[config.mk]
export PLATFORM = sky130hd
export DESIGN_NAME = executeStage
export DESIGN_NICKNAME = d
export VERILOG_FILES = /design/src/logic/aluPkg.sv /design/src/logic/aluDecoder.sv /design/src/logic/aluCore.sv /design/src/logic/flagRegister.sv /design/src/logic/executeStage.sv
export SDC_FILE = /design/constraint.sdc
export NUM_CORES = 1
export LEC_CHECK = 0
export ABC_AREA = 1
export BUFFER_PORTS_ARGS = -buffer_cell sky130_fd_sc_hd__buf_2
export CAP_MARGIN = 20
export CORE_ASPECT_RATIO = 1.5
export CORE_UTILIZATION = 55
export CTS_CLUSTER_SIZE = 28
export DETAILED_ROUTE_END_ITERATION = 8
export GPL_TIMING_DRIVEN = 0
export PLACE_DENSITY = 0.78
export RECOVER_POWER = 25
export SYNTH_ARGS = -nofsm -noshare
export SYNTH_HDL_FRONTEND = slang
export SYNTH_SLANG_ARGS = --single-unit
export TNS_END_PERCENT = 1
[constraint.sdc]
create_clock -name clk -period 8.16 [get_ports clk]
set_input_delay 1.224 -clock clk [delete_from_list [all_inputs] [get_ports clk]]
set_output_delay 1.224 -clock clk [all_outputs]
set_load 0.01 [all_outputs]
[src/logic/aluPkg.sv]
package aluPkg;

  // Data-processing opcode, instruction bits 24 down to 21
  typedef logic [24:21] opcode_t;

  localparam opcode_t opAnd = 4'b0000;
  localparam opcode_t opEor = 4'b0001;
  localparam opcode_t opSub = 4'b0010;
  localparam opcode_t opRsb = 4'b0011;
  localparam opcode_t opAdd = 4'b0100;
  localparam opcode_t opAdc = 4'b0101;
  localparam opcode_t opSbc = 4'b0110;
  localparam opcode_t opRsc = 4'b0111;
  localparam opcode_t opTst = 4'b1000;
  localparam opcode_t opTeq = 4'b1001;
  localparam opcode_t opCmp = 4'b1010;
  localparam opcode_t opCmn = 4'b1011;
  localparam opcode_t opOrr = 4'b1100;
  localparam opcode_t opMov = 4'b1101;
  localparam opcode_t opBic = 4'b1110;
  localparam opcode_t opMvn = 4'b1111;

  typedef enum logic [2:0] {
    funcAnd   = 3'b000,
    funcXor   = 3'b001,
    funcSum   = 3'b010,
    funcOr    = 3'b011,
    funcPassB = 3'b100   // Second operand only
  } aluFunc_t;

  typedef enum logic [1:0] {
    carryZero,
    carryOne,
    carryFlag            // Carry-in from the C flag
  } carrySel_t;

  // Bit 1 takes C and V from the adder, bit 0 keeps V anyway
  typedef logic [1:0] flagCode_t;

  typedef logic [3:0] flags_t;  // N Z C V

  localparam int flagN = 3;
  localparam int flagZ = 2;
  localparam int flagC = 1;
  localparam int flagV = 0;

endpackage

[src/logic/aluDecoder.sv]
module aluDecoder import aluPkg::*; (
  input  logic      aluEnable,
  input  opcode_t   opcode,
  input  logic      carryFlag,      // Current C flag
  output aluFunc_t  func,
  output logic      invertB,
  output logic      swapInputs,
  output logic      carryIn,
  output flagCode_t flagCode,
  output logic      suppressWrite
);

  carrySel_t carrySel;

  always_comb begin
    func          = funcSum;        // Plain add when the ALU is off
    invertB       = 1'b0;
    swapInputs    = 1'b0;
    carrySel      = carryZero;
    flagCode      = 2'b00;
    suppressWrite = 1'b0;
    if (aluEnable) begin
      unique case (opcode)
        opAnd: func = funcAnd;
        opEor: func = funcXor;
        opSub: begin
          invertB  = 1'b1;
          carrySel = carryOne;
          flagCode = 2'b10;
        end
        opRsb: begin
          invertB    = 1'b1;
          swapInputs = 1'b1;
          carrySel   = carryOne;
          flagCode   = 2'b10;
        end
        opAdd: flagCode = 2'b11;     // KeepV
        opAdc: begin
          carrySel = aluPkg::carryFlag;
          flagCode = 2'b10;
        end
        opSbc: begin
          invertB  = 1'b1;
          carrySel = aluPkg::carryFlag;
          flagCode = 2'b10;
        end
        opRsc: begin
          invertB    = 1'b1;
          swapInputs = 1'b1;
          carrySel   = aluPkg::carryFlag;
          flagCode   = 2'b10;
        end
        opTst: begin
          func          = funcAnd;
          suppressWrite = 1'b1;
        end
        opTeq: begin
          func          = funcXor;
          suppressWrite = 1'b1;
        end
        opCmp: begin
          invertB       = 1'b1;
          carrySel      = carryOne;
          flagCode      = 2'b10;
          suppressWrite = 1'b1;
        end
        opCmn: begin
          flagCode      = 2'b10;
          suppressWrite = 1'b1;
        end
        opOrr: func = funcOr;
        opMov: func = funcPassB;
        opBic: begin
          func    = funcAnd;        // A and not B
          invertB = 1'b1;
        end
        opMvn: begin
          func    = funcPassB;
          invertB = 1'b1;
        end
      endcase
    end
  end

  // The port name hides the enum value, hence the package scope
  always_comb begin
    case (carrySel)
      carryOne:          carryIn = 1'b1;
      aluPkg::carryFlag: carryIn = carryFlag;
      default:           carryIn = 1'b0;
    endcase
  end

endmodule

[src/logic/aluCore.sv]
module aluCore import aluPkg::*; #(
  parameter int DataWidth = 32
) (
  input  logic [DataWidth-1:0] a,
  input  logic [DataWidth-1:0] b,
  input  aluFunc_t             func,
  input  logic                 invertB,
  input  logic                 swapInputs,
  input  logic                 carryIn,
  output logic [DataWidth-1:0] result,
  output logic                 carryOut,
  output logic                 overflow
);

  localparam int Msb = DataWidth - 1;

  logic [DataWidth-1:0] opA;
  logic [DataWidth-1:0] opB;
  logic [DataWidth-1:0] opBFinal;   // After optional invert
  logic [DataWidth:0]   sum;        // One extra bit for carry
  logic                 signA;
  logic                 signB;
  logic                 signSum;

  // Swap first so RSB and RSC invert the original A
  assign opA = swapInputs ? b : a;
  assign opB = swapInputs ? a : b;

  assign opBFinal = invertB ? ~opB : opB;

  assign sum = {1'b0, opA} + {1'b0, opBFinal} + {{DataWidth{1'b0}}, carryIn};

  assign signA   = opA[Msb];
  assign signB   = opBFinal[Msb];
  assign signSum = sum[Msb];

  assign carryOut = sum[DataWidth];                         // Not-borrow on subtract
  assign overflow = (signA == signB) && (signSum != signA); // Same-sign inputs, sign flipped

  always_comb begin
    case (func)
      funcAnd:   result = opA & opBFinal;
      funcXor:   result = opA ^ opBFinal;
      funcOr:    result = opA | opBFinal;
      funcPassB: result = opBFinal;
      default:   result = sum[DataWidth-1:0];   // funcSum
    endcase
  end

endmodule

[src/logic/flagRegister.sv]
module flagRegister import aluPkg::*; #(
  parameter int DataWidth = 32
) (
  input  logic                 clk,
  input  logic                 arstN,
  input  logic                 update,      // Accept strobe
  input  logic                 setFlags,
  input  flagCode_t            flagCode,
  input  logic [DataWidth-1:0] result,
  input  logic                 carryOut,
  input  logic                 overflow,
  output flags_t               flags
);

  logic writeFlags;
  logic takeCv;
  logic keepV;

  assign writeFlags = update && setFlags;
  assign takeCv     = flagCode[1];
  assign keepV      = flagCode[0];

  always_ff @(posedge clk or negedge arstN) begin
    if (!arstN) begin
      flags <= '0;
    end else if (writeFlags) begin
      flags[flagN] <= result[DataWidth-1];
      flags[flagZ] <= (result == '0);
      // Logical ops keep C and V, no shifter carry here
      if (takeCv) begin
        flags[flagC] <= carryOut;
        if (!keepV) begin
          flags[flagV] <= overflow;
        end
      end
    end
  end

endmodule

[src/logic/executeStage.sv]
module executeStage import aluPkg::*; #(
  parameter int DataWidth = 32
) (
  input  logic                 clk,
  input  logic                 arstN,
  input  logic                 inValid,
  output logic                 inReady,
  input  logic                 aluEnable,
  input  opcode_t              opcode,
  input  logic                 setFlags,
  input  logic [DataWidth-1:0] operandA,
  input  logic [DataWidth-1:0] operandB,
  output logic                 outValid,
  input  logic                 outReady,
  output logic [DataWidth-1:0] result,
  output logic                 writeReg,
  output flags_t               flags
);

  aluFunc_t             func;
  logic                 invertB;
  logic                 swapInputs;
  logic                 carryIn;
  flagCode_t            flagCode;
  logic                 suppressWrite;
  logic [DataWidth-1:0] aluResult;
  logic                 carryOut;
  logic                 overflow;
  logic                 accept;

  // Output slot is empty or drains this cycle
  assign inReady = !outValid || outReady;
  assign accept  = inValid && inReady;

  aluDecoder aluDecoder_inst (
    .aluEnable     (aluEnable),
    .opcode        (opcode),
    .carryFlag     (flags[flagC]),
    .func          (func),
    .invertB       (invertB),
    .swapInputs    (swapInputs),
    .carryIn       (carryIn),
    .flagCode      (flagCode),
    .suppressWrite (suppressWrite)
  );

  aluCore #(
    .DataWidth (DataWidth)
  ) aluCore_inst (
    .a          (operandA),
    .b          (operandB),
    .func       (func),
    .invertB    (invertB),
    .swapInputs (swapInputs),
    .carryIn    (carryIn),
    .result     (aluResult),
    .carryOut   (carryOut),
    .overflow   (overflow)
  );

  flagRegister #(
    .DataWidth (DataWidth)
  ) flagRegister_inst (
    .clk      (clk),
    .arstN    (arstN),
    .update   (accept),
    .setFlags (setFlags),
    .flagCode (flagCode),
    .result   (aluResult),
    .carryOut (carryOut),
    .overflow (overflow),
    .flags    (flags)
  );

  always_ff @(posedge clk or negedge arstN) begin
    if (!arstN) begin
      outValid <= 1'b0;
    end else if (inReady) begin
      outValid <= inValid;    // Refill or drain
    end
  end

  // Payload holds under back-pressure
  always_ff @(posedge clk) begin
    if (accept) begin
      result   <= aluResult;
      writeReg <= !suppressWrite;
    end
  end

endmodule

# == Word level (Yosys, flattened, before mapping) ==
# Index checks and enable logic that the tools add are counted.
# word_totals
ff_bits,38
inputBits,74
output_inout_bits,39
wordCells,72
# op_classes
n_addsub,2
n_eq_ne,22
n_mux,17
bitwise_logic,5
n_reduce_logical,20
# op_table
op,count
$pmux W32 S4,1
$mux W32,3
$add A32 B32 Y33,1
$add A33 B1 Y33,1
$and A32 B32 Y32,1
$eq A4 B4 Y1 const B,8
$logic_not A32 Y1,1
$not A32 Y32,1
$or A32 B32 Y32,1
$xor A32 B32 Y32,1
$eq A4 B3 Y1 const B,4
$reduce_or A7 Y1,2
$pmux W3 S4,1
$reduce_or A3 Y1,3
$eq A4 B2 Y1 const B,2
$pmux W2 S2,2
$mux W1,6
$reduce_or A2 Y1,3
$eq A4 B1 Y1 const B,1
$logic_not A4 Y1,1
$mux W2,2
$reduce_or A4 Y1,1
$eq A3 B1 Y1 const B,1
$eq A3 B2 Y1 const B,1
other kinds (14),17

# == Longest topological paths before layout ==
# Gate-level depths: netlist of run 1.
# logic_depth
word_depth,11
depth_mapped,30
depth_no_buf,29

# == Hierarchy ==
# From an unflattened synthesis of run 1, not the netlist that was laid out.
# unflattened
hier_cells,1116
area_unflattened_um2,6618.8
# modules_own_cells
mod,instances,cells_each,area_per_inst_um2,seq_area_each_um2
aluCore,1,1001,5133.7,0.0
executeStage,1,40,1039.7,1016.0
flagRegister,1,45,289.0,100.1
aluDecoder,1,30,156.4,0.0

# == Worst setup path before layout of run 1 ==
# OpenSTA, ideal clock, no wires.
# synth_timing
kind,in2reg
startpoint,input aluEnable
endpoint,register flagRegister_inst.flags[2]
setup_time_ps,65
arrival_ps,4265
required_time_ps,8095
path_slack_ps,3830
stages,27
path_buffers,2
cell_sequence,inv_2 -> nor2_4 -> nand2_4 -> clkbuf_1 -> clkbuf_1 -> nand2_1 -> o21ai_0 -> inv_1 -> fa_1 -> fa_1 -> inv_1 -> nand2_1 -> nand2_1 -> nand2_1 -> inv_1 -> nand2_1 -> nand3_1 -> nand3_1 -> nand2_1 -> nand2_1 -> nand3_1 -> nand2_1 -> nor2_1 -> nand2_1 -> nor2_1 -> nand2_1 -> nand2_1
# synth_between
elab_chain_cells,8
word_cells_on_any_way,22
cone_classes,add/sub: 2; eq/ne: 5; mux: 9; bitwise: 4; reduce/logical: 2
# synth_rtl
item,line_no,source
"start, declared",executeStage.sv:8,"input logic aluEnable,"
$mux W1,aluDecoder.sv:22,if (aluEnable) begin
$mux W32,aluCore.sv:27,assign opB = swapInputs ? a : b;
$not A32 Y32,aluCore.sv:29,assign opBFinal = invertB ? ~opB : opB;
$mux W32,aluCore.sv:29,
$add A32 B32 Y33,aluCore.sv:31,"assign sum = {1'b0, opA} + {1'b0, opBFinal} + {{DataWidth{1'b0}}, carryIn};"
$add A33 B1 Y33,aluCore.sv:31,
$pmux W32 S4 (*),aluCore.sv:41,case (func)
named net aluCore_inst.result[28],aluCore.sv:10,"output logic [DataWidth-1:0] result,"
$logic_not A32 Y1 (*),flagRegister.sv:28,flags[flagZ] <= (result == '0);
"end signal, assigned by index",flagRegister.sv:27,flags[flagN] <= result[DataWidth-1];
"end signal, assigned by index",flagRegister.sv:28,
"end signal, assigned by index",flagRegister.sv:31,flags[flagC] <= carryOut;
"end, declared",flagRegister.sv:12,output flags_t flags
# Mark *: on every way through the listed nets, which the timed path passes. The rest lies on a longest branch.
# A chain may end at the register's enable or synchronous reset.

# == Final worst setup path of run 1 ==
# layout_timing
startpoint,input opcode[3]
endpoint,register flagRegister_inst.flags[2]
# layout_between
elab_chain_cells,11
word_cells_on_any_way,47
cone_classes,add/sub: 2; eq/ne: 18; mux: 13; bitwise: 4; reduce/logical: 10
# layout_rtl
item,line_no,source
"start, declared",executeStage.sv:9,"input opcode_t opcode,"
$eq A4 B2 Y1 / $eq A4 B3 Y1 (equally long branches),aluDecoder.sv:23,unique case (opcode)
$reduce_or A2 Y1 (no source line),--,
$mux W1,aluDecoder.sv:23,
$mux W1,aluDecoder.sv:22,
$mux W32,aluCore.sv:27,
$not A32 Y32,aluCore.sv:29,
$mux W32,aluCore.sv:29,
$add A32 B32 Y33,aluCore.sv:31,
$add A33 B1 Y33,aluCore.sv:31,
$pmux W32 S4 (*),aluCore.sv:41,
named net aluCore_inst.result[31],aluCore.sv:10,
$logic_not A32 Y1 (*),flagRegister.sv:28,
# Marked as above.

==> qor.yml, run 1 <==
status: "complete, no violations"
ctsHoldBuffers: 0
hold_violations: 0
port_buffers: 111
drtIter0Drc: 624
path_max_fanout: 10
num_vias: 8139
place_congestion: 0.997
syn2layout_area_growth_pct: 13.9
grt_pass1_wl_um: 39300
layout_commonest_cell: "nand2_1"
vias_per_cell: 5.53
total_power_mw: 1.18
layout_common_cells: "384 x nand2_1, 224 x inv_1, 120 x nor2_1"
grt_pass1_vias: 7633
maxCapViolCount: 0
wl_per_cell_um: 17.7
max_slew.worst_pin.slew_ns: 0.892
grt_max_degree: 27
pin_count: 113
clkLatencyLatePin_ns: 0.30
postSynthCellCount: 1199
cts_setup_buffers: 0
crit_chain: "clkbuf_1 -> nor2_4 -> nand2_4 -> clkbuf_1 -> clkbuf_1 -> o21ai_0 -> ha_1 -> nand2_1 -> inv_1 -> a21oi_1 -> o21ai_0 -> a21oi_1 -> nand3_1 -> nand3_1 -> nand2_1 -> nor2_1 -> nand2_1 -> nor2_1 -> nand2_1 -> nand2_1"
crit_slowest_cell: "a21oi_1"
wl_met3_um: 1660
row_count: 49
syn_area_um2: 6860
gr-usage-all-layers: 0.405
crit_path_frequent_cell: "nand2_1"
synth_fp_nets: 1341
root_buffer: "clkbuf_16"
drc_errors: 0
cts_buffers: 5
finalCriticalPeriod_ns: 5.90
path_buf_inv: 4
ys_ff_latch: 38
fin_crit_sh: 0.723
coreArea_um2: 12100
endpoint_kind: "flip-flop"
setup_viol: 0
cts_buffer_depth: 2
top_layer: "met4"
start_kind: "primary input"
antenna_found_initial: 1
drive_gt1_frac: 0.126
power.leakage_nw: 4.58
ir_drop_uv: 113
drtPass1Iterations: 6
post-dp-hpwl_um: 21100
synth_cell_types: 43
wl_met1_um: 8930
ant_nets: 0
cts_resized: 0
drt-total-wl_um: 26000
ys_seq_area_frac: 0.163
met2_length_um: 12800
hp-class: "flip-flop to flip-flop"
fin_tns_setup_ns: 0
final_max_slew_viol_count: 0
critical_path_required_ns: 8.39
grt-ovfl-total: 0
finClkSkew_ns: 0.00513
max_freq_ghz: 0.169
htree_levels: 2
fin_nets: 1460
worst_path_largest_cell_delay_ns: 0.71
worstPathArrival_ns: 6.13
die-height_um: 139
cts_sinks: 38
syn_avg_cell_area_um2: 5.72
fp.dieArea_um2: 12900
critical_path_class: "primary input to flip-flop"
utilization: 0.647
power_density_nw_per_um2: 151
cp_top_family: "simple AND/OR/NAND/NOR gates"
clkSlewWorstSetupHoldPaths_ns: 0.06
maxSlewHeadroom: 0.399
rsz0062_at_grt: "false"
ys_warn_count: 0
cts_tree: "yes"
chipWidth_um: 93.2
initial_core_util: 0.568
## metal layers
metal  vias to the layer above  track usage
li1                       4000            -
met1                      3592        0.417
met2                       407        0.697
met3                       140       0.0543
met4                         0        0.364
met5                         -            0
## worst reg2reg max path, cell delays in order, from the launching register on
cell and delay, ns:
dfrtp_1 0.41, nand2_1 0.07, inv_1 0.05, o21bai_1 0.09
fa_1 0.57, fa_1 0.53, inv_1 0.15, nand2_1 0.10
nand2_1 0.09, nand2_1 0.09, inv_1 0.09, nand2_1 0.07
nand3_1 0.13, nand3_1 0.13, nand2_1 0.13, nand2_1 0.06
nand3_1 0.10, nand2_1 0.11, nor2_1 0.33, nand2_1 0.12
nor2_1 0.13, nand2_1 0.16, nand2_1 0.09
## registers in the layout, summed over array words and instances (netlist names)
signal and cells:
outValid 1, flagRegister_inst.flags 4, result 32, writeReg 1
## cells in the mapped netlist, drive strengths merged
| master | n | share of area |
|---|---|---|
| a21boi | 1 | 0.0011 |
| a21oi | 55 | 0.046 |
| a31oi | 1 | 0.00091 |
| a41oi | 1 | 0.0013 |
| and2 | 1 | 0.00091 |
| buf | 18 | 0.017 |
| clkbuf | 14 | 0.0077 |
| clkinv | 2 | 0.0011 |
| dfrtp | 5 | 0.018 |
| edfxtp | 33 | 0.14 |
| fa | 2 | 0.0058 |
| ha | 66 | 0.12 |
| inv | 234 | 0.13 |
| nand2 | 386 | 0.21 |
| nand3 | 115 | 0.084 |
| nand3b | 3 | 0.0033 |
| nand4 | 10 | 0.0091 |
| nor2 | 123 | 0.070 |
| nor3 | 7 | 0.0058 |
| nor4 | 1 | 0.00091 |
| o211ai | 1 | 0.0011 |
| o21a | 1 | 0.0011 |
| o21ai | 66 | 0.049 |
| o21bai | 6 | 0.0066 |
| o221ai | 11 | 0.014 |
| o22ai | 5 | 0.0046 |
| o31ai | 1 | 0.0011 |
| o41ai | 1 | 0.0013 |
| or2 | 9 | 0.0082 |
| xor2 | 20 | 0.035 |
## through the flow
stage / setup WS (ns) / hold slack, ns / cell area (µm²) / cells
after floorplan: 3.83 / 0.512 / 6860 / 1199
after global placement: 2.31 / 0.468 / 7610 / 1463
after detailed placement: 2.22 / 0.466 / 7630 / 1464
after CTS: 2.52 / 0.486 / 7830 / 1472
after global routing: 1.96 / 0.502 / 7810 / 1472
final: 2.26 / 0.484 / 7810 / 1473
## final cells by class
cell class | count | area, µm²
diodes | 1 | 2.50
plain buffers | 32 | 168
clock buffers | 5 | 125
clock inverters | 3 | 68.8
fillers | 1262 | 4270
inverters | 236 | 886
multi-input cells | 893 | 4690
flip-flops and latches | 38 | 1120
well taps | 153 | 191
repair buffers | 112 | 563
## cells by family after synthesis
family	count (synthesis)	share of synthesized area
buffers and inverters	268	0.154
AO/OA/AOI/OAI	150	0.127
flip-flops	38	0.163
XOR/XNOR	20	0.0354
adder cells (fa/ha/maj)	68	0.126
AND/OR/NAND/NOR	655	0.395
## path summary, 6_finish.rpt
check,start,endpoint,slack [ns],cells past startpoint
min reg2reg,flagRegister_inst.flags[0],flagRegister_inst.flags[0],0.48,2
max,opcode[3],flagRegister_inst.flags[2],2.26,20
min,flagRegister_inst.flags[0],flagRegister_inst.flags[0],0.48,2
min in group asynchronous,arstN,outValid,0.77,1
max reg2reg,flagRegister_inst.flags[1],flagRegister_inst.flags[2],4.30,22
max in group asynchronous,arstN,flagRegister_inst.flags[0],7.19,1
## report_power, final
group	switching, mW	internal (mW)	total, mW
registers	0.00914	0.255	0.264
logic	0.442	0.206	0.647
clock network	0.0914	0.176	0.267
total	0.542	0.636	1.18
No activity file was read; power rests on OpenSTA's default activity.
==> run 2: changes to the inputs <==
- CORE_UTILIZATION: 55 -> 53
- PLACE_DENSITY: 0.78 -> 0.79
- clock period: 8.16 -> 4.9 ns (I/O delays scaled with it)
==> run 2 against run 1 <==
Effect of this change: clock power up 72%; die area is 3.7% higher; count of clock-buffer cells in the layout unchanged; first-iteration DRC count is 6.1% higher; largest cell class unchanged; largest power group unchanged.
==> qor.yml, run 2 (synthesized netlist as in run 1, its figures left out) <==
grt_pass1_vias: 7722
whs_ns: 0.293
htree_levels: 2
cts_setup_buffers: 0
max_slew.worst_pin.slew_ns: 0.762
start_kind: "primary input"
hold_violations: 0
status: "complete, no violations"
use_met3: 0.0782
row_count: 50
dp.cells: 1467
met2_usage: 0.687
worstPathArrival_ns: 4.92
gr-usage-all-layers: 0.406
crit_chain: "buf_2 -> inv_2 -> nor2_4 -> nand2_4 -> clkbuf_1 -> clkbuf_4 -> nand2_1 -> o21ai_1 -> inv_1 -> fa_1 -> fa_1 -> inv_1 -> nand2_1 -> nand2_1 -> nand2_1 -> nand2_1 -> a21oi_1 -> nor3_1 -> nand3_1 -> nor2_1 -> nand3_1 -> nor2_1 -> nand2_1 -> nand2_1"
finalCriticalPeriod_ns: 4.68
grt_pass1_wl_um: 39900
layout_commonest_cell: "nand2_1"
grt-ovfl-total: 0
max_freq_ghz: 0.214
antenna_found_initial: 1
clkSlewWorstSetupHoldPaths_ns: 0.07
hp-class: "primary input to async pin"
endpoint_kind: "flip-flop"
layout_common_cells: "384 x nand2_1, 224 x inv_1, 120 x nor2_1"
drtIter0Drc: 662
cts_tree: "yes"
crit_slowest_cell: "fa_1"
worst_path_largest_cell_delay_ns: 0.52
grt_max_degree: 25
finClkSkew_ns: 0.0117
clkLatencyLatePin_ns: 0.30
drtPass1Iterations: 6
ant_nets: 0
grt-busiest-layer: "met2"
die-height_um: 141
place_congestion: 1.01
pin_count: 113
final_max_slew_viol_count: 0
total_power_mw: 1.99
power_density_nw_per_um2: 254
critical_path_required_ns: 5.15
fin_nets: 1460
coreArea_um2: 12600
n_fill_cell: 1328
crit_path_frequent_cell: "nand2_1"
num_vias: 8220
vias_per_cell: 5.57
largest_reg_flops: 32
maxSlewHeadroom: 0.492
drc_errors: 0
port_buffers: 111
cts_sinks: 38
largest-register: "result"
dpl_worst_slack_ns: -0.255
fp.dieArea_um2: 13400
instances_no_fill: 1475
drive_gt1_frac: 0.129
cts_buffers: 5
path_max_fanout: 10
maxCapViolCount: 0
drt-total-wl_um: 27000
wl_per_cell_um: 18.3
n_antenna_cell: 0
rsz0062_at_grt: "false"
fin_ws_ns: 0.224
top_regs: "result: 32 flops, flagRegister_inst.flags: 4 flops"
syn2layout_area_growth_pct: 14.0
cts_buffer_depth: 2
power.leakage_nw: 4.59
chipWidth_um: 94.9
setup_viol: 0
ir_drop_uv: 196
initial_core_util: 0.545
grt.met1_usage: 0.415
fin_crit_sh: 0.954
root_buffer: "clkbuf_16"
post-dp-hpwl_um: 21900
critical_path_class: "primary input to flip-flop"
-- run 2: cell count changes in the layout (fill, tap and decap cells not counted) --
cell,previous run,this run
o21ai_0,54,53
clkbuf_4,0,1
o21ai_1,11,12
diode_2,1,0
buf_2,106,109
clkbuf_1,30,26
-- run 2: what timing repair did --
action / 4_1_cts / 5_1_grt
gates resized for setup: 0 / 5
endpoints found under the hold margin: 0 / 0
endpoints found under the setup margin: 0 / 1
hold buffers: 0 / 0
-- run 2: area by class of cell --
class	count	area, µm²	area share
tap	156	195	0.0250
timing repair buffer	112	567	0.0725
sequential	38	1120	0.143
buffer	32	171	0.0219
clock buffer	5	125	0.0160
inverter	236	886	0.113
multi-input combinational	893	4690	0.600
clock inverter	3	68.8	0.00880
-- run 2: metal layers --
layer | share of wire | up-vias | wire length, µm
met3 | 0.074 | 145 | 2000
met5 | 0.00067 | - | 18
met4 | 0.099 | 2 | 2660
met2 | 0.48 | 414 | 13000
met1 | 0.34 | 3676 | 9290
li1 | - | 3983 | -
-- run 2: stage by stage --
| stage | TNS (ns) | util | cell area, µm² |
|---|---|---|---|
| global route | 0 | 0.622 | 7820 |
| detailed placement | -0.255 | 0.607 | 7640 |
| global placement | -0.213 | 0.605 | 7610 |
| CTS | 0 | 0.623 | 7830 |
| finish | 0 | 0.622 | 7820 |
| floorplan | 0 | - | 6860 |
-- run 2: power by group --
group | leakage, nW | total [mW] | switching (mW) | internal, mW
sequential | 0.377 | 0.440 | 0.0162 | 0.424
clock | 0.0940 | 0.460 | 0.167 | 0.294
combinational | 4.12 | 1.09 | 0.744 | 0.344
-- run 2: path summary, 6_finish.rpt --
path,endpoint,from,cells after the start,slack [ns]
max,flagRegister_inst.flags[2],aluEnable,24,0.22
min,flagRegister_inst.flags[3],arstN,1,0.29
max reg2reg,flagRegister_inst.flags[2],flagRegister_inst.flags[1],18,1.30
min reg2reg,flagRegister_inst.flags[3],flagRegister_inst.flags[3],2,0.49
max in group asynchronous,flagRegister_inst.flags[2],arstN,1,4.36
min in group clk,flagRegister_inst.flags[3],flagRegister_inst.flags[3],2,0.49
-- run 2: critical path: cells and delay by family --
kind                     cells  cell delay [ns]
AND/OR/NAND/NOR             14             1.89
AO/OA/AOI/OAI                2             0.17
buffers and inverters        6             1.13
adder cells (fa/ha/maj)      2             0.98
==> run 3: changes to the inputs <==
==> constraint.sdc (replaced) <==
create_clock -name clk -period 4.9 [get_ports clk]
set_input_delay 0.98 -clock clk [delete_from_list [all_inputs] [get_ports clk]]
set_output_delay 0.98 -clock clk [all_outputs]
set_load 0.01 [all_outputs]
==> run 3 against run 2 <==
Effect of this change: sequential share of layout area hardly changed; worst setup slack better by 0.020 ns; wire length hardly changed; fmax is 0.43% higher; final cell count stayed put; clock power hardly changed; die area stayed put; sequential cell count stayed put; register-to-register slack better by 0.21 ns; sequential power hardly changed; largest cell class unchanged; largest power group unchanged; final area is 0.29% higher; combinational power hardly changed.
==> qor.yml, run 3 (synthesized netlist as in run 1, its figures left out) <==
drtPass1Iterations: 7
htree_levels: 2
wl_per_cell_um: 18.3
n_antenna_cell: 0
chipWidth_um: 94.9
die-height_um: 141
cts_buffer_depth: 2
layout_commonest_cell: "nand2_1"
cts_tree: "yes"
ir_drop_uv: 196
grt_pass1_wl_um: 39900
ant_nets: 0
finalCriticalPeriod_ns: 4.66
n_fill_cell: 1328
rsz0062_at_grt: "false"
drive_gt1_frac: 0.133
finClkSkew_ns: 0.0119
cts_setup_buffers: 0
root_buffer: "clkbuf_16"
cts_buffers: 5
final_max_slew_viol_count: 0
clkLatencyLatePin_ns: 0.30
max_freq_ghz: 0.215
clkSlewWorstSetupHoldPaths_ns: 0.08
coreArea_um2: 12600
fp.dieArea_um2: 13400
vias_per_cell: 5.58
drc_errors: 0
grt_pass1_vias: 7722
gr-usage-all-layers: 0.406
status: "complete, no violations"
initial_core_util: 0.545
fin_nets: 1460
grt_max_degree: 25
largest_reg_flops: 32
worstPathArrival_ns: 4.90
path_max_fanout: 10
row_count: 50
maxSlewHeadroom: 0.495
layout_common_cells: "383 x nand2_1, 224 x inv_1, 120 x nor2_1"
grt-ovfl-total: 0
antenna_found_initial: 1
setup_viol: 0
port_buffers: 111
start_kind: "primary input"
largest-register: "result"
power_density_nw_per_um2: 254
place_congestion: 1.01
total_power_mw: 1.99
num_vias: 8236
cts_sinks: 38
drt-total-wl_um: 26900
critical_path_class: "primary input to flip-flop"
syn2layout_area_growth_pct: 14.3
post-dp-hpwl_um: 21900
hold_violations: 0
critical_path_required_ns: 5.15
max_slew.worst_pin.slew_ns: 0.758
fin_crit_sh: 0.950
whs_ns: 0.485
endpoint_kind: "flip-flop"
utilization: 0.624
pin_count: 113
top_regs: "result: 32 flops, flagRegister_inst.flags: 4 flops"
maxCapViolCount: 0
drtIter0Drc: 624
power.leakage_nw: 4.60
hp-class: "flip-flop to flip-flop"
run 3: critical path, stage by stage:
cell and delay [ns]:
clkbuf_1 0.26, nor2_4 0.09, nand2_4 0.14, clkbuf_2 0.22
clkbuf_1 0.49, o21ai_0 0.26, ha_1 0.50, nand2_1 0.17
nor2_1 0.18, inv_1 0.07, o21ai_0 0.48, a21oi_1 0.25
nand2_1 0.15, nand2_1 0.06, nand3_1 0.07, nand2_1 0.14
nor2_1 0.13, nand2_1 0.06, nor2_1 0.10, nand2_1 0.07
nand2_1 0.05
run 3: final timing paths:
path	start	to	slack, ns	cells after the start
max	opcode[3]	flagRegister_inst.flags[2]	0.24	21
max reg2reg	flagRegister_inst.flags[1]	flagRegister_inst.flags[2]	1.51	22
min	flagRegister_inst.flags[3]	flagRegister_inst.flags[3]	0.49	2
min in group asynchronous	arstN	flagRegister_inst.flags[3]	0.53	1
min reg2reg	flagRegister_inst.flags[3]	flagRegister_inst.flags[3]	0.49	2
max in group asynchronous	arstN	flagRegister_inst.flags[2]	4.13	1
run 3: area by class of cell:
cell class / count / area [µm²] / area share
repair buffers: 112 / 566 / 0.0721
clock buffers: 5 / 125 / 0.0160
flip-flops and latches: 38 / 1120 / 0.142
clock inverters: 3 / 68.8 / 0.00878
multi-input cells: 893 / 4710 / 0.600
plain buffers: 32 / 176 / 0.0225
well taps: 156 / 195 / 0.0249
inverters: 236 / 886 / 0.113
run 3: where the power goes:
part           total (mW)  internal, mW  switching [mW]
clock               0.462         0.294           0.168
combinational        1.09         0.346           0.746
sequential          0.440         0.424          0.0162
total                1.99          1.06           0.930
run 3: per-stage QoR:
stage	setup TNS, ns	cells	instance area [µm²]	setup WS (ns)
after floorplan	0	1199	6860	0.814
after CTS	0	1475	7840	0.0541
after global placement	-0.464	1466	7610	-0.458
after detailed placement	-0.525	1467	7640	-0.500
final	0	1475	7840	0.243
after global routing	0	1475	7840	0.0251
run 3: routing by layer:
layer  GRT usage  share of wire  up-vias
li1            -              -     3989
met5           0        0.00067        -
met4       0.361           0.10        2
met1       0.415           0.34     3670
met3      0.0782          0.077      159
met2       0.687           0.48      416
run 3: timing repair:
| action | 4_1_cts | 5_1_grt |
|---|---|---|
| hold buffers | 0 | 0 |
| resized for setup | 2 | 12 |
| setup endpoints to repair | 1 | 1 |
